File: src/verilog/loader_types_pkg.sv
// ~~~~~~~~~~~~~~~~~~~~~~~~~~~~~~~~~~~~~~~~
// vector types shared by the ROM loader
// download addresses are byte addresses, max 32 MB
// SDRAM addresses count 16-bit words
// lane masks are active low
// ~~~~~~~~~~~~~~~~~~~~~~~~~~~~~~~~~~~~~~~~
`default_nettype none

package loader_types_pkg;

    // file byte address from the host
    typedef logic [24:0] dl_addr_t;

    // SDRAM word address, 4M words
    typedef logic [21:0] sdram_addr_t;

    typedef logic [7:0] byte_t;

    // 2'b10 low lane (even byte), 2'b01 high lane (odd byte)
    typedef logic [1:0] lane_mask_t;

    // 01 cpu, 10 graphics, 00 sound and samples
    typedef logic [1:0] bank_t;

    // region start in 1 KB units, as stored in the header
    typedef logic [15:0] region_start_t;

endpackage

`default_nettype wire
File: src/verilog/rom_header_pkg.sv
// ~~~~~~~~~~~~~~~~~~~~~~~~~~~~~~~~~~~~~~~~
// ROM image header layout
// bytes 0..5 three 16-bit region starts
// body begins at FULL_HEADER
// one fixed CPU decryption scheme only
// ~~~~~~~~~~~~~~~~~~~~~~~~~~~~~~~~~~~~~~~~
`default_nettype none

package rom_header_pkg;

    parameter int START_BYTES  = 6;   // snd, smp, gfx starts, little endian
    parameter int START_HEADER = 16;  // 6 used, 10 reserved
    parameter int FULL_HEADER  = 64;  // body offset

    // one xor mask per input data bit, bit 0 first
    parameter loader_types_pkg::byte_t DECRYPT_MASKS [8] = '{
        8'h04, 8'h21, 8'h01, 8'h50,
        8'h40, 8'h06, 8'h08, 8'h88
    };

    // these input bits add their mask when low
    parameter loader_types_pkg::byte_t DECRYPT_INVERT = 8'h88;

endpackage

`default_nettype wire

File: src/verilog/loader_if.sv
// ~~~~~~~~~~~~~~~~~~~~~~~~~~~~~~~~~~~~~~~~
// internal buses of the ROM loader
// dl_if.wr and prog_if.we are 1-cycle strobes
// prog_if.busy covers strobe to sdram_ack
// ~~~~~~~~~~~~~~~~~~~~~~~~~~~~~~~~~~~~~~~~
`timescale 1ns/1ps
`default_nettype none

interface dl_if;
    import loader_types_pkg::*;

    dl_addr_t addr;        // held until next accepted byte
    byte_t    data;
    logic     wr;          // one pulse per host byte
    logic     downloading;

    modport source (output addr, data, wr, downloading);
    modport sink   (input  addr, data, wr, downloading);
endinterface

interface prog_if;
    import loader_types_pkg::*;

    sdram_addr_t addr;
    byte_t       data;
    lane_mask_t  mask;
    bank_t       bank;
    logic        we;       // one body byte ready
    logic        busy;     // SDRAM write outstanding

    modport map     (output addr, data, mask, bank, we);
    modport port    (input  addr, data, mask, bank, we, output busy);
    modport monitor (input  busy);
endinterface

`default_nettype wire

File: src/verilog/rom_loader_top.sv
// ~~~~~~~~~~~~~~~~~~~~~~~~~~~~~~~~~~~~~~~~
// ROM download loader, host to SDRAM
// host side four-phase req/ack, one byte
// dl_req assumed synchronous to clk
// wr to prog_we latency is 2 cycles
// cfg_data slot 0 is header byte 8
// ~~~~~~~~~~~~~~~~~~~~~~~~~~~~~~~~~~~~~~~~
`timescale 1ns/1ps
`default_nettype none

module rom_loader_top #(
    parameter int                            REGSIZE    = 24,
    parameter loader_types_pkg::sdram_addr_t CPU_OFFSET = '0,
    parameter loader_types_pkg::sdram_addr_t SND_OFFSET = '0,
    parameter loader_types_pkg::sdram_addr_t SMP_OFFSET = '0,
    parameter loader_types_pkg::sdram_addr_t GFX_OFFSET = '0,
    parameter logic [5:0]                    CFG_BYTE   = 6'd39
) (
    input  wire                           clk,
    input  wire                           reset,
    input  wire                           downloading,
    input  wire                           dl_req,
    output logic                          dl_ack,
    input  loader_types_pkg::dl_addr_t    dl_addr,
    input  loader_types_pkg::byte_t       dl_data,
    output loader_types_pkg::sdram_addr_t prog_addr,
    output loader_types_pkg::byte_t       prog_data,
    output loader_types_pkg::lane_mask_t  prog_mask,
    output loader_types_pkg::bank_t       prog_bank,
    output logic                          prog_we,
    input  wire                           sdram_ack,
    output logic [8*REGSIZE-1:0]          cfg_data
);

    dl_if   dl_bus ();
    prog_if prog_bus ();

    logic                       cfg_we;
    logic [$clog2(REGSIZE)-1:0] cfg_addr;

    dl_byte_rx rx_i (
        .clk, .reset, .dl_req, .dl_addr, .dl_data, .downloading, .dl_ack,
        .dl(dl_bus.source), .prog(prog_bus.monitor)
    );

    rom_region_map #(
        .REGSIZE(REGSIZE), .CPU_OFFSET(CPU_OFFSET), .SND_OFFSET(SND_OFFSET),
        .SMP_OFFSET(SMP_OFFSET), .GFX_OFFSET(GFX_OFFSET), .CFG_BYTE(CFG_BYTE)
    ) map_i (
        .clk, .reset, .dl(dl_bus.sink), .prog(prog_bus.map), .cfg_we, .cfg_addr
    );

    cfg_reg_bank #(.REGSIZE(REGSIZE)) cfg_i (
        .clk, .reset, .cfg_we, .cfg_addr, .dl(dl_bus.sink), .cfg_data
    );

    sdram_prog_port port_i (
        .clk, .reset, .downloading, .sdram_ack, .prog(prog_bus.port),
        .prog_addr, .prog_data, .prog_mask, .prog_bank, .prog_we
    );

endmodule

`default_nettype wire

File: src/verilog/sdram_prog_port.sv
// ~~~~~~~~~~~~~~~~~~~~~~~~~~~~~~~~~~~~~~~~
// SDRAM programming port
// one write outstanding at a time
// fields stable while prog_we is high
// prog_we drops on sdram_ack or end of load
// ~~~~~~~~~~~~~~~~~~~~~~~~~~~~~~~~~~~~~~~~
`timescale 1ns/1ps
`default_nettype none

module sdram_prog_port (
    input  wire                           clk,
    input  wire                           reset,
    input  wire                           downloading,
    input  wire                           sdram_ack,
    prog_if.port                          prog,
    output loader_types_pkg::sdram_addr_t prog_addr,
    output loader_types_pkg::byte_t       prog_data,
    output loader_types_pkg::lane_mask_t  prog_mask,
    output loader_types_pkg::bank_t       prog_bank,
    output logic                          prog_we
);

    // busy from map strobe until the write is acked
    assign prog.busy = prog.we || prog_we;

    always_ff @(posedge clk) begin
        if (reset) begin
            prog_we <= 1'b0;
        end else if (prog.we) begin
            prog_we <= 1'b1;                 // 2 cycles after dl.wr
        end else if (sdram_ack || !downloading) begin
            prog_we <= 1'b0;
        end
    end

    // payload, latched only on a new write
    always_ff @(posedge clk) begin
        if (prog.we) begin
            prog_addr <= prog.addr;
            prog_data <= prog.data;
            prog_mask <= prog.mask;
            prog_bank <= prog.bank;
        end
    end

endmodule

`default_nettype wire

File: src/verilog/cfg_reg_bank.sv
// ~~~~~~~~~~~~~~~~~~~~~~~~~~~~~~~~~~~~~~~~
// board configuration byte store
// slot 0 holds header byte 8
// cleared on reset and on download start
// ~~~~~~~~~~~~~~~~~~~~~~~~~~~~~~~~~~~~~~~~
`timescale 1ns/1ps
`default_nettype none

module cfg_reg_bank #(
    parameter int REGSIZE = 24
) (
    input  wire                         clk,
    input  wire                         reset,
    input  wire                         cfg_we,
    input  wire [$clog2(REGSIZE)-1:0]   cfg_addr,
    dl_if.sink                          dl,
    output logic [8*REGSIZE-1:0]        cfg_data
);
    import loader_types_pkg::*;

    byte_t regs [REGSIZE];
    logic  dl_q;             // downloading, last cycle
    logic  dl_start;

    assign dl_start = dl.downloading && !dl_q;

    always_ff @(posedge clk) begin
        if (reset)
            dl_q <= 1'b0;
        else
            dl_q <= dl.downloading;
    end

    always_ff @(posedge clk) begin
        if (reset || dl_start) begin
            for (int i = 0; i < REGSIZE; i++)
                regs[i] <= '0;
        end else if (cfg_we && cfg_addr < REGSIZE) begin
            regs[cfg_addr] <= dl.data;   // rx holds data until next byte
        end
    end

    // flat view, slot 0 in the low byte
    always_comb begin
        for (int i = 0; i < REGSIZE; i++)
            cfg_data[8*i +: 8] = regs[i];
    end

endmodule

`default_nettype wire

File: src/verilog/rom_region_map.sv
// ~~~~~~~~~~~~~~~~~~~~~~~~~~~~~~~~~~~~~~~~
// header decode and body byte placement
// region starts taken from bytes 0..5
// config bytes 8..REGSIZE+15 go to cfg bank
// outputs registered, 1 cycle after dl.wr
// decrypt flag clears while not downloading
// ~~~~~~~~~~~~~~~~~~~~~~~~~~~~~~~~~~~~~~~~
`timescale 1ns/1ps
`default_nettype none

module rom_region_map #(
    parameter int                            REGSIZE    = 24,
    parameter loader_types_pkg::sdram_addr_t CPU_OFFSET = '0,
    parameter loader_types_pkg::sdram_addr_t SND_OFFSET = '0,
    parameter loader_types_pkg::sdram_addr_t SMP_OFFSET = '0,
    parameter loader_types_pkg::sdram_addr_t GFX_OFFSET = '0,
    parameter logic [5:0]                    CFG_BYTE   = 6'd39
) (
    input  wire                         clk,
    input  wire                         reset,
    dl_if.sink                          dl,
    prog_if.map                         prog,
    output logic                        cfg_we,
    output logic [$clog2(REGSIZE)-1:0]  cfg_addr
);
    import loader_types_pkg::*;
    import rom_header_pkg::*;

    localparam int STARTW = 8 * START_BYTES;
    localparam int CFG_AW = $clog2(REGSIZE);

    logic [STARTW-1:0] starts;              // shifted in, byte 0 ends lowest
    region_start_t     snd_start, smp_start, gfx_start;
    dl_addr_t          bulk;                // body-relative byte address
    dl_addr_t          snd_rel, smp_rel, gfx_rel;
    dl_addr_t          cfg_off;
    region_start_t     bulk_kb;
    logic              is_start, is_cfg;
    logic              is_cpu, is_snd, is_smp, is_gfx;
    logic              decrypt;             // header flag
    logic              do_decrypt;
    byte_t             dec_data;
    sdram_addr_t       word_addr;
    bank_t             bank;

    assign snd_start = starts[15:0];
    assign smp_start = starts[31:16];
    assign gfx_start = starts[47:32];

    assign bulk    = dl.addr - dl_addr_t'(FULL_HEADER);
    assign bulk_kb = {1'b0, bulk[24:10]};
    assign snd_rel = bulk - {snd_start[14:0], 10'd0};
    assign smp_rel = bulk - {smp_start[14:0], 10'd0};
    assign gfx_rel = bulk - {gfx_start[14:0], 10'd0};
    assign cfg_off = dl.addr - dl_addr_t'(8);

    assign is_start = dl.addr < START_BYTES;
    assign is_cfg   = dl.addr > 7 && dl.addr < REGSIZE + START_HEADER;

    // starts assumed ascending: snd <= smp <= gfx
    assign is_cpu = bulk_kb < snd_start;
    assign is_snd = !is_cpu && bulk_kb < smp_start;
    assign is_smp = !is_cpu && !is_snd && bulk_kb < gfx_start;
    assign is_gfx = bulk_kb >= gfx_start;

    // only even cpu bytes in the upper half are scrambled
    assign do_decrypt = decrypt && is_cpu && bulk[19] && !bulk[0];

    always_comb begin
        dec_data = '0;
        for (int i = 0; i < 8; i++) begin
            if (dl.data[i] ^ DECRYPT_INVERT[i])
                dec_data = dec_data ^ DECRYPT_MASKS[i];
        end
    end

    always_comb begin
        if (is_cpu)
            word_addr = bulk[22:1] + CPU_OFFSET;      // cpu uses bulk directly
        else if (is_snd)
            word_addr = snd_rel[22:1] + SND_OFFSET;
        else if (is_smp)
            word_addr = smp_rel[22:1] + SMP_OFFSET;
        else
            word_addr = gfx_rel[22:1] + GFX_OFFSET;
    end

    assign bank = is_cpu ? 2'b01 : (is_gfx ? 2'b10 : 2'b00);

    // strobes and decrypt flag
    always_ff @(posedge clk) begin
        if (reset) begin
            prog.we <= 1'b0;
            cfg_we  <= 1'b0;
            decrypt <= 1'b0;
        end else begin
            prog.we <= 1'b0;
            cfg_we  <= 1'b0;
            if (!dl.downloading) begin
                decrypt <= 1'b0;                      // new image, new flag
            end else if (dl.wr && !is_start) begin
                if (is_cfg) begin
                    cfg_we <= 1'b1;
                    if (dl.addr[5:0] == CFG_BYTE)
                        decrypt <= dl.data[7];
                end else begin
                    prog.we <= 1'b1;                  // bytes 6, 7 land here too
                end
            end
        end
    end

    // payload, no reset
    always_ff @(posedge clk) begin
        if (dl.wr && dl.downloading) begin
            if (is_start)
                starts <= {dl.data, starts[STARTW-1:8]};
            prog.addr <= word_addr;
            prog.data <= do_decrypt ? dec_data : dl.data;
            prog.mask <= bulk[0] ? 2'b01 : 2'b10;     // active low lane
            prog.bank <= bank;
            cfg_addr  <= cfg_off[CFG_AW-1:0];
        end
    end

endmodule

`default_nettype wire

File: src/verilog/dl_byte_rx.sv
// ~~~~~~~~~~~~~~~~~~~~~~~~~~~~~~~~~~~~~~~~
// four-phase req/ack byte receiver
// dl_req must already be in the clk domain
// addr/data stable while dl_req is high
// no byte taken while an SDRAM write pends
// ~~~~~~~~~~~~~~~~~~~~~~~~~~~~~~~~~~~~~~~~
`timescale 1ns/1ps
`default_nettype none

module dl_byte_rx (
    input  wire                       clk,
    input  wire                       reset,
    input  wire                       dl_req,
    input  loader_types_pkg::dl_addr_t dl_addr,
    input  loader_types_pkg::byte_t   dl_data,
    input  wire                       downloading,
    output logic                      dl_ack,
    dl_if.source                      dl,
    prog_if.monitor                   prog
);
    import loader_types_pkg::*;

    logic     accept;      // byte taken this cycle
    dl_addr_t addr_q;
    byte_t    data_q;
    logic     wr_q;

    // new req, previous handshake closed, output side free
    assign accept = dl_req && !dl_ack && !prog.busy && downloading;

    // control: ack flag and write strobe
    always_ff @(posedge clk) begin
        if (reset) begin
            dl_ack <= 1'b0;
            wr_q   <= 1'b0;
        end else begin
            wr_q <= accept;                   // rises with ack
            if (accept)
                dl_ack <= 1'b1;
            else if (dl_ack && !dl_req)
                dl_ack <= 1'b0;               // host let go, close handshake
        end
    end

    // payload, no reset
    always_ff @(posedge clk) begin
        if (accept) begin
            addr_q <= dl_addr;
            data_q <= dl_data;
        end
    end

    assign dl.addr        = addr_q;
    assign dl.data        = data_q;
    assign dl.wr          = wr_q;
    assign dl.downloading = downloading;

endmodule

`default_nettype wire

File: config.mk
export PLATFORM = sky130hd
export DESIGN_NAME = rom_loader_top
export DESIGN_NICKNAME = d
export VERILOG_FILES = /design/src/verilog/loader_types_pkg.sv /design/src/verilog/rom_header_pkg.sv /design/src/verilog/loader_if.sv /design/src/verilog/rom_loader_top.sv /design/src/verilog/sdram_prog_port.sv /design/src/verilog/cfg_reg_bank.sv /design/src/verilog/rom_region_map.sv /design/src/verilog/dl_byte_rx.sv
export SDC_FILE = /design/constraint.sdc
export NUM_CORES = 1
export LEC_CHECK = 0
export BUFFER_PORTS_ARGS = -buffer_cell sky130_fd_sc_hd__buf_2
export CORE_ASPECT_RATIO = 0.75
export CORE_MARGIN = 2
export CORE_UTILIZATION = 40
export CTS_CLUSTER_SIZE = 16
export DETAILED_ROUTE_END_ITERATION = 10
export GPL_TIMING_DRIVEN = 0
export PLACE_DENSITY_LB_ADDON = 0.15
export SLEW_MARGIN = 40
export SYNTH_ARGS = -nofsm -noshare
export SYNTH_HDL_FRONTEND = slang
export SYNTH_SLANG_ARGS = --single-unit
File: constraint.sdc
create_clock -name clk -period 5.8 [get_ports clk]
set_clock_uncertainty 0.1 [all_clocks]
set_input_delay 0.58 -clock clk [delete_from_list [all_inputs] [get_ports clk]]
set_output_delay 0.58 -clock clk [all_outputs]
set_load 0.02 [all_outputs]
======== Word level (Yosys, flattened, before mapping) ========
Memory sizes are Yosys's and may differ from the RTL's.
Index checks and enable logic that the tools add are counted.
word-level totals
  memories ................................ 1
  word-level logic and storage cells ...... 105
  bits in registers ....................... 161
  memory bits (writable) .................. 192
operators by class
  equality and inequality tests ........... 1
  add/sub/neg operators ................... 5
  reduce and logical (&&, ||, !) cells .... 34
  mux-type cells .......................... 28
  order comparisons ....................... 8
  bitwise operators ....................... 9
memory list
  memory      depth  bits a word  rd ports  clocked after Yosys merged registers in  write ports  line                text
  cfg_i.regs  24     8            24        0                                        24           cfg_reg_bank.sv:21  byte_t regs [REGSIZE];
operator list
  kind                   number
  $sub 23x23->23         3
  $mux 22                3
  $lt 15x16->1           3
  $gt 25x3->1 const B    1
  $lt 25x3->1 const B    1
  $lt 25x6->1 const B    1
  $sub 25x7->25 const B  1
  $mux 8                 3
  $ge 15x16->1           1
  $logic_and 1x1->1      15
  $mux 7                 2
  $mux 1                 13
  $logic_not 1->1        9
  $reduce_or 8->1        1
  $eq 6x6->1 const B     1
  $mux 3                 2
  $mux 6                 1
  $not 2->2              3
  $lt 5x5->1 const B     1
  $mux 5                 1
  $not 1->1              5
  $sub 5x4->5 const B    1
  $mux 2                 2
  $mux 4                 1
  other kinds (7)        10

======== Depth between registers and ports, before layout ========
Gate-level depths: netlist (run 1).
  depth in word-level cells ............... 14
  gate-level depth with buffers ........... 28
  mapped depth without buffers ............ 26

======== By module ========
From an unflattened synthesis (run 1), not the netlist that was laid out.
second synthesis, totals
  cell total of the unflattened synthesis .. 1093
  area total of the unflattened synthesis .. 15457.3 sq um
modules (own cells, without submodules)
  module           cells each  area an instance (sq um)  instances
  cfg_reg_bank     540         8016.4                    1
  rom_region_map   472         5287.6                    1
  dl_byte_rx       42          1089.8                    1
  sdram_prog_port  39          1063.5                    1

======== Least setup slack after synthesis (run 1) ========
Ideal clock, no wire load.
  path kind ............................... reg2reg
  start ................................... register rx_i.addr_q[10] (netlist: rx_i.dl.addr[10])
  end ..................................... register map_i.prog.addr[18] (data pin)
  required time ........................... 5.426 ns
  setup time .............................. 0.274 ns
  arrival time ............................ 5.926 ns
  clock period less this slack ............ 6.300 ns
  cell stages (with the launch flop) ...... 24
  setup slack ............................. -0.500 ns
  cells stage by stage .................... edfxtp_1 -> or4_4 -> nor4_4 -> and2_1 -> inv_1 -> or3_1 -> nor3_1 -> xor2_1 -> ha_1 -> nand4_1 -> or4_1 -> o221ai_1 -> inv_1 -> o21ai_0 -> clkbuf_1 -> a22oi_1 -> ha_1 -> nor2b_1 -> o21a_1 -> o21ai_0 -> or4b_2 -> a31oi_1 -> o31a_1 -> a31oi_1
between the ends
  cells in the longest elaborated chain, start to end .. 10
RTL lines
  element                         line                                        text
  start: declaration              dl_byte_rx.sv:24                            dl_addr_t addr_q;
  start signal: assignment        dl_byte_rx.sv:48                            addr_q <= dl_addr;
  $sub 25x7->25 (*)               rom_region_map.sv:50                        assign bulk = dl.addr - dl_addr_t'(FULL_HEADER);
  $lt 15x16->1                    rom_region_map.sv:61                        assign is_cpu = bulk_kb < snd_start;
  $logic_not 1->1                 rom_region_map.sv:62, rom_region_map.sv:63
  $logic_and 1x1->1               rom_region_map.sv:62                        assign is_snd = !is_cpu && bulk_kb < smp_start;
  $logic_not 1->1                 rom_region_map.sv:63                        assign is_smp = !is_cpu && !is_snd && bulk_kb < gfx_start;
  $logic_and 1x1->1 (2 in a row)  rom_region_map.sv:63
  $mux 22                         rom_region_map.sv:82                        else if (is_smp)
  $mux 22                         rom_region_map.sv:80                        else if (is_snd)
  $mux 22 (*)                     rom_region_map.sv:78                        if (is_cpu)
  named net map_i.word_addr[18]   rom_region_map.sv:43                        sdram_addr_t word_addr;
  end signal: assignment          rom_region_map.sv:118                       prog.addr <= word_addr;
  end: declaration                loader_if.sv:31                             modport map (output addr, data, mask, bank, we);
The timed path passes the listed nets; every way through them passes the cells marked *.
A chain may end at the register's enable or synchronous reset.

======== Final worst setup path (run 1) ========
  start ................................... register rx_i.addr_q[10] (netlist: rx_i.dl.addr[10])
  end ..................................... register map_i.prog.addr[21] (data pin)
Same word-level chain as after synthesis.

==> summary.md, run 1 <==
| Metric | Value |
|---|---|
| DRC Markers | 0 |
| Yosys cell types | 62 |
| Fin Setup TNS | -0.726 ns |
| Fraction of layout cells with a size suffix above 1 | 31.9% |
| Placement-stage cell area | 16900 µm² |
| Final setup viols | 6 |
| IO buf count | 265 |
| Row cnt | 61 |
| WL/cell | 21.1 µm |
| Die ar. | 38700 µm² |
| Final Hold Viols | 0 |
| Hold depth | 1 |
| Fill cell total of the finished layout | 3285 |
| Tot Pwr | 5.56 mW |
| Mapped Nets | 1140 |
| Switching Share | 23.2% |
| Total track usage | 20.7% |
| Clock Latency Late Sink | 0.53 ns |
| Arrival time worst endpoint | 6.12 ns |
| Worst Hold Class | input port to flip-flop |
| Pwr dens | 297 nW/µm² |
| Clk pwr share | 40.4% |
| Switching Power | 1.29 mW |
| Final Max Slew Viols | 0 |
| Most used DFF post-synth | edfxtp_1 |
| Crit end category | flip-flop |
| Syn Area/Cell | 14.2 µm² |
| Fin crit period | 5.98 ns |
| Top cell type's share of synthesized area | 69.4% |
| FF-to-FF path depth | 24 |
| H-tree levels | 2 |
| First-pass detailed-route iteration total | 4 |
| Syn. warnings | 0 |
| Worst-Margin Slew | 0.862 ns |
| FF+latch area | 10400 µm² |
| Post-synthesis cell count | 1043 |
| Tcrit/Tclk final | 103% |
| RSZ-0062 raised after global routing | true |
| Req. time, crit path | 5.94 ns |
| Initial antenna violation count | 3 |
| Fmax | 167 MHz |
| NumNets Final | 1486 |
| Total number of vias | 9560 |
| Fin area | 18700 µm² |
| Async SR Flop Fraction | 0% |
| CTS tree | built |
| Max transition margin | 42.3% |
| Crit path max fanout | 6 |
| CTS clk-pin slew, worst paths | 0.06 ns |
| Area leader, netlist | edfxtp_1 |
| Post-cts hold buffer count | 0 |
| Clock tree root buffer cell | clkbuf_16 |
| Iter 0 DRT Violations | 601 |
| Die H | 171 µm |
| Yosys reg bits | 350 |
| Maxcap violations | 0 |
| Synth top area cells | edfxtp_1 (69%), and2_1 (7.2%), ha_1 (4.9%), o21ai_0 (1.8%), inv_1 (1.6%) |
| Via/cell ratio | 4.98 |
| Count of flip-flops with a built-in enable after synthesis | 343 |
| Area of the multi-input gates | 4380 µm² |
| Num CTS Buffers | 36 |
| CTS max path bufs | 3 |
| Synthesized area | 14800 µm² |
| Initial Util | 40.3% |
| Max VDD drop | 0.202 mV |
| P&R area growth vs syn | 26.2% |
| Failing checks | negative setup slack |
| Vias in the first global route | 9554 |
| Io pins | 266 |
| Largest net degree at the start of global routing | 37 |
| Crit Path Class | flip-flop to flip-flop |
| Grt ovf | 0 |
| Final worst setup slack | -0.182 ns |
| Clk sinks | 350 |
| Sequential Power Share | 52.0% |
| Worst hold margin | 0.125 ns |
| Core ar. | 36800 µm² |
| Sequential element share of the synthesized area | 70.3% |
| Combinational share of power | 7.6% |
| Post-route ant nets | 0 |
| GPL Wtd Cong | 0.856 |
| Most frequent cells in the layout | edfxtp_1 (343), buf_2 (265), and2_1 (169) |
| Total wire length | 40400 µm |
| Static Leak | 7.65 nW |
| Pint | 4.27 mW |
| Dpl hpwl | 28700 µm |
| Most common cell after layout, fill and taps aside | edfxtp_1 |
| Die Width | 226 µm |
| Status | finished with violations |
| First-pass GRT wire length | 58700 µm |
| Crit start category | flip-flop |
[flip-flops by register name, indices dropped and copies added, names as in the netlist, 8 cells and up]
name              flops
cfg_i.regs          192
map_i.prog.addr      22
map_i.prog.data       8
map_i.starts         48
port_i.prog_addr     22
port_i.prog_data      8
rx_i.dl.addr         25
rx_i.dl.data          8
[cells by family after synthesis]
kind of cell             share of synthesized area, %
AO/OA/AOI/OAI                                    5.13
flip-flops                                       70.3
AND/OR/NAND/NOR                                  13.5
XOR/XNOR                                         1.76
multiplexers                                     1.47
adder cells (fa/ha/maj)                          5.02
buffers and inverters                            2.78
[metrics by stage]
step	util, %	instances	setup slack [ns]
2_1_floorplan	-	1043	0.0543
3_3_place_gp	45.8	1812	-1.17
3_5_place_dp	45.9	1814	-1.17
4_1_cts	50.2	1905	-0.223
5_1_grt	50.9	1918	-0.404
6_report	50.9	1919	-0.182
[layout make-up]
cell class	instances	share of cell area (%)
Buffer	42	1.19
Inverter	66	1.34
Antenna cell	1	0.0134
Clock buffer	48	5.44
Multi-Input combinational cell	585	23.4
Clock inverter	15	0.594
Sequential cell	350	55.7
Tap cell	504	3.37
Timing Repair Buffer	308	8.95
[repair_timing]
action	in CTS	in global routing
endpoints found under the setup margin	12	10
resized for setup	44	30
setup buffers	28	13
pin swaps	21	34
[synth_stat cells (17+ instances only)]
cell / count
a21oi_1: 25
and2_1: 170
clkbuf_1: 37
edfxtp_1: 343
ha_1: 58
inv_1: 65
nand2_1: 36
nor2_1: 55
nor3_1: 32
o21ai_0: 52
xnor2_1: 17
[critical path, stage by stage, from the launching register on]
cell and delay (ns):
edfxtp_1 0.41, or4_4 0.56, nor4_4 0.18, and2_4 0.20
inv_2 0.04, or3_4 0.35, xnor2_2 0.46, ha_1 0.20
nand4_1 0.11, or4_4 0.55, o221ai_4 0.27, nor2_4 0.09
buf_8 0.14, a22oi_2 0.17, o2bb2ai_2 0.08, ha_2 0.20
fa_2 0.42, nor2b_4 0.17, o31ai_4 0.10, a21oi_2 0.20
nand3_1 0.11, a21oi_2 0.18, a211o_1 0.14, nand3_2 0.09
xnor2_2 0.16
[layer usage]
layer | track usage, % | part of all wire [%] | routed length [µm] | vias to the layer above
met5 | 0 | 0.064 | 26 | -
met3 | 5.46 | 6.9 | 2770 | 71
met2 | 30.3 | 43 | 17400 | 301
met4 | 6.86 | 3.0 | 1230 | 4
li1 | - | - | - | 4459
met1 | 30.0 | 47 | 19000 | 4725
[final timing paths]
check                          startpoint                       endpoint  slack [ns]
max            rx_i.dl.addr[10]$_DFFE_PP_  map_i.prog.addr[21]$_DFFE_PP_       -0.18
min                           dl_addr[15]     rx_i.dl.addr[15]$_DFFE_PP_        0.13
max reg2reg    rx_i.dl.addr[10]$_DFFE_PP_  map_i.prog.addr[21]$_DFFE_PP_       -0.18
min reg2reg  map_i.prog.addr[2]$_DFFE_PP_  port_i.prog_addr[2]$_DFFE_PP_        0.32
[power groups by stage]
| stage | Combinational (mW) | Sequential, mW | Clock, mW |
|---|---|---|---|
| 2_1_floorplan | 0.131 | 3.04 | 0 |
| 3_3_place_gp | 0.381 | 2.95 | 0 |
| 3_5_place_dp | 0.386 | 2.95 | 0 |
| 4_1_cts | 0.409 | 2.89 | 2.30 |
| 5_1_grt | 0.451 | 2.90 | 2.39 |
| 6_report | 0.421 | 2.89 | 2.25 |
(Power assumes the default switching activity.)
==> inputs of run 2 (changes only) <==
--- a/config.mk
+++ b/config.mk
@@ -8,7 +8,7 @@
 export BUFFER_PORTS_ARGS = -buffer_cell sky130_fd_sc_hd__buf_2
 export CORE_ASPECT_RATIO = 0.75
 export CORE_MARGIN = 2
-export CORE_UTILIZATION = 40
+export CORE_UTILIZATION = 53
 export CTS_CLUSTER_SIZE = 16
 export DETAILED_ROUTE_END_ITERATION = 10
 export GPL_TIMING_DRIVEN = 0
==> constraint.sdc (replaced) <==
create_clock -name clk -period 6.38 [get_ports clk]
set_clock_uncertainty 0.1 [all_clocks]
set_input_delay 0.638 -clock clk [delete_from_list [all_inputs] [get_ports clk]]
set_output_delay 0.638 -clock clk [all_outputs]
set_load 0.02 [all_outputs]
==> run 2 against run 1 <==
Compared with the run above:
- the flow now finishes without violations
- first-iteration DRC count rose by 19%
- combinational power fell by 16%
- non-clock buffer count is 26 lower
- critical path type unchanged
==> summary.md, run 2 (same netlist as run 1, synthesis figures left out) <==
| Metric | Value |
|---|---|
| Status | finished, final reports clean (was finished with violations) |
| Dpl hpwl | 26400 µm (was 28700 µm) |
| Crit path from | rx_i.dl.addr[11]$_DFFE_PP_ (was rx_i.dl.addr[10]$_DFFE_PP_) |
| Hold Startpoint | dl_data[3] (was dl_addr[15]) |
| Max transition margin | 42.0% (was 42.3%) |
| Post-route ant nets | 0 (unchanged) |
| CTS max path bufs | 3 (unchanged) |
| Worst-Margin Slew | 0.864 ns (was 0.862 ns) |
| Io pins | 266 (unchanged) |
| Total number of vias | 9544 (was 9560) |
| Tcrit/Tclk final | 95.9% (was 103%) |
| Reg-to-Reg Start | rx_i.dl.addr[11]$_DFFE_PP_ (was rx_i.dl.addr[10]$_DFFE_PP_) |
| Initial Util | 53.4% (was 40.3%) |
| First-pass GRT wire length | 54300 µm (was 58700 µm) |
| Worst hold margin | 0.195 ns (was 0.125 ns) |
| Max FFs per register | 192 (unchanged) |
| Pint | 3.95 mW (was 4.27 mW) |
| Most frequent cells in the layout | edfxtp_1 (343), buf_2 (266), and2_1 (169) (was edfxtp_1 (343), buf_2 (265), and2_1 (169)) |
| Biggest regs | cfg_i.regs (192), map_i.starts (48), rx_i.dl.addr (25) (unchanged) |
| R2r setup slk | 0.26 ns (was -0.18 ns) |
| Arrival time worst endpoint | 6.37 ns (was 6.12 ns) |
| FF-to-FF path depth | 25 (was 24) |
| Critical-path top delay cell | or4_4 (unchanged) |
| Critical path's top delay family | simple AND/OR/NAND/NOR gates (unchanged) |
| Largest register by flop count | cfg_i.regs (unchanged) |
| Req. time, crit path | 6.63 ns (was 5.94 ns) |
| Pwr dens | 281 nW/µm² (was 297 nW/µm²) |
| Final Max Slew Viols | 0 (unchanged) |
| FF+latch area | 10400 µm² (unchanged) |
| Stages on the worst setup path | 25 (was 24) |
| Die H | 149 µm (was 171 µm) |
| Sequential Power Share | 51.6% (was 52.0%) |
| DRC Markers | 0 (unchanged) |
| Post-cts hold buffer count | 0 (unchanged) |
| Worst Hold Class | input port to flip-flop (unchanged) |
| Final setup viols | 0 (was 6) |
| Vias in the first global route | 9082 (was 9554) |
| CP peak stage delay | 0.58 ns (was 0.56 ns) |
| Final Util | 65.4% (was 50.9%) |
| IO buf count | 265 (unchanged) |
| Final worst setup slack | 0.260 ns (was -0.182 ns) |
| Clk pwr share | 41.4% (was 40.4%) |
| Fill cell total of the finished layout | 2082 (was 3285) |
| Die ar. | 29400 µm² (was 38700 µm²) |
| GPL Wtd Cong | 0.872 (was 0.856) |
| CTS tree | built (unchanged) |
| Num CTS Buffers | 35 (was 36) |
| Crit Path Class | flip-flop to flip-flop (unchanged) |
| Row cnt | 53 (was 61) |
| Grt ovf | 0 (unchanged) |
| Crit path to | map_i.prog.addr[18]$_DFFE_PP_ (was map_i.prog.addr[21]$_DFFE_PP_) |
| Crit start category | flip-flop (unchanged) |
| Area of the multi-input gates | 4160 µm² (was 4380 µm²) |
| Dpl ws | -1.28 ns (was -1.17 ns) |
| Static Leak | 7.46 nW (was 7.65 nW) |
| Total wire length | 37100 µm (was 40400 µm) |
| Via/cell ratio | 5.46 (was 4.98) |
| Combinational share of power | 6.9% (was 7.6%) |
| Iter 0 DRT Violations | 717 (was 601) |
| P&R area growth vs syn | 22.4% (was 26.2%) |
| Crit end category | flip-flop (unchanged) |
| Initial antenna violation count | 5 (was 3) |
| Total track usage | 25.0% (was 20.7%) |
| Placement-stage cell area | 16700 µm² (was 16900 µm²) |
| Clock Latency Late Sink | 0.52 ns (was 0.53 ns) |
| Switching Share | 22.5% (was 23.2%) |
| WL/cell | 21.2 µm (was 21.1 µm) |
| Fin Setup TNS | 0 ns (was -0.726 ns) |
| CTS clk-pin slew, worst paths | 0.07 ns (was 0.06 ns) |
| NumNets Final | 1459 (was 1486) |
| Maxcap violations | 0 (unchanged) |
| Most common cell after layout, fill and taps aside | edfxtp_1 (unchanged) |
| Core ar. | 27800 µm² (was 36800 µm²) |
| H-tree levels | 2 (unchanged) |
| Max VDD drop | 0.217 mV (was 0.202 mV) |
| First-pass detailed-route iteration total | 7 (was 4) |
| Critical R2R Capture | map_i.prog.addr[18]$_DFFE_PP_ (was map_i.prog.addr[21]$_DFFE_PP_) |
| Fmax | 163 MHz (was 167 MHz) |
| Switching Power | 1.15 mW (was 1.29 mW) |
| Clock tree root buffer cell | clkbuf_16 (unchanged) |
| Crit path max fanout | 10 (was 6) |
| Fin area | 18200 µm² (was 18700 µm²) |
| Fraction of layout cells with a size suffix above 1 | 28.1% (was 31.9%) |
| Clk sinks | 350 (unchanged) |
| Final Hold Viols | 0 (unchanged) |
| Largest net degree at the start of global routing | 37 (unchanged) |
| Die Width | 197 µm (was 226 µm) |
| Worst Path Buf+Inv | 4 (was 2) |
| Fin crit period | 6.12 ns (was 5.98 ns) |
==> run 2: per-layer routing <==
| metal | track usage (%) | wire, µm | vias to the layer above | part of all wire (%) |
|---|---|---|---|---|
| met2 | 35.9 | 16100 | 438 | 43 |
| met5 | 0 | 39 | - | 0.11 |
| met4 | 6.50 | 919 | 6 | 2.5 |
| li1 | - | - | 4412 | - |
| met3 | 7.14 | 3650 | 69 | 9.9 |
| met1 | 37.4 | 16400 | 4619 | 44 |
==> run 2: worst min-delay path by stage <==
stage                                           endpoint  slack [ns]  cells after the start
after floorplan           port_i.prog_addr[10]$_DFFE_PP_        0.30                      0
after global placement     port_i.prog_addr[5]$_DFFE_PP_        0.30                      0
after detailed placement  port_i.prog_addr[18]$_DFFE_PP_        0.31                      0
after CTS                      rx_i.dl.addr[2]$_DFFE_PP_        0.19                      1
after global routing           rx_i.dl.addr[4]$_DFFE_PP_        0.18                      1
final                          rx_i.dl.data[3]$_DFFE_PP_        0.19                      1
==> run 2: power groups by stage <==
| stage | Sequential (mW) | Combinational, mW | Clock (mW) |
|---|---|---|---|
| final | 2.63 | 0.353 | 2.11 |
| after global routing | 2.64 | 0.380 | 2.22 |
| after CTS | 2.63 | 0.346 | 2.13 |
| after detailed placement | 2.68 | 0.338 | 0 |
| after global placement | 2.68 | 0.331 | 0 |
| after floorplan | 2.76 | 0.117 | 0 |
==> run 2: layout make-up <==
type	count	share of cell area, %
Antenna cell	2	0.0275
Inverter	66	1.40
Clock inverter	22	1.36
Multi-Input combinational cell	585	22.9
Timing Repair Buffer	282	8.22
Sequential cell	350	57.5
Buffer	42	1.05
Tap cell	357	2.46
Clock buffer	42	5.08
==> run 2: repair_timing <==
item,CTS,global route
resized for setup,25,20
setup endpoints to repair,10,7
pin swaps,5,6
buffers inserted,7,8
==> run 2: through the flow <==
stage | power [mW] | cells
after floorplan | 2.88 | 1043
after global placement | 3.01 | 1665
after detailed placement | 3.02 | 1667
after CTS | 5.11 | 1738
after global routing | 5.24 | 1746
final | 5.10 | 1748
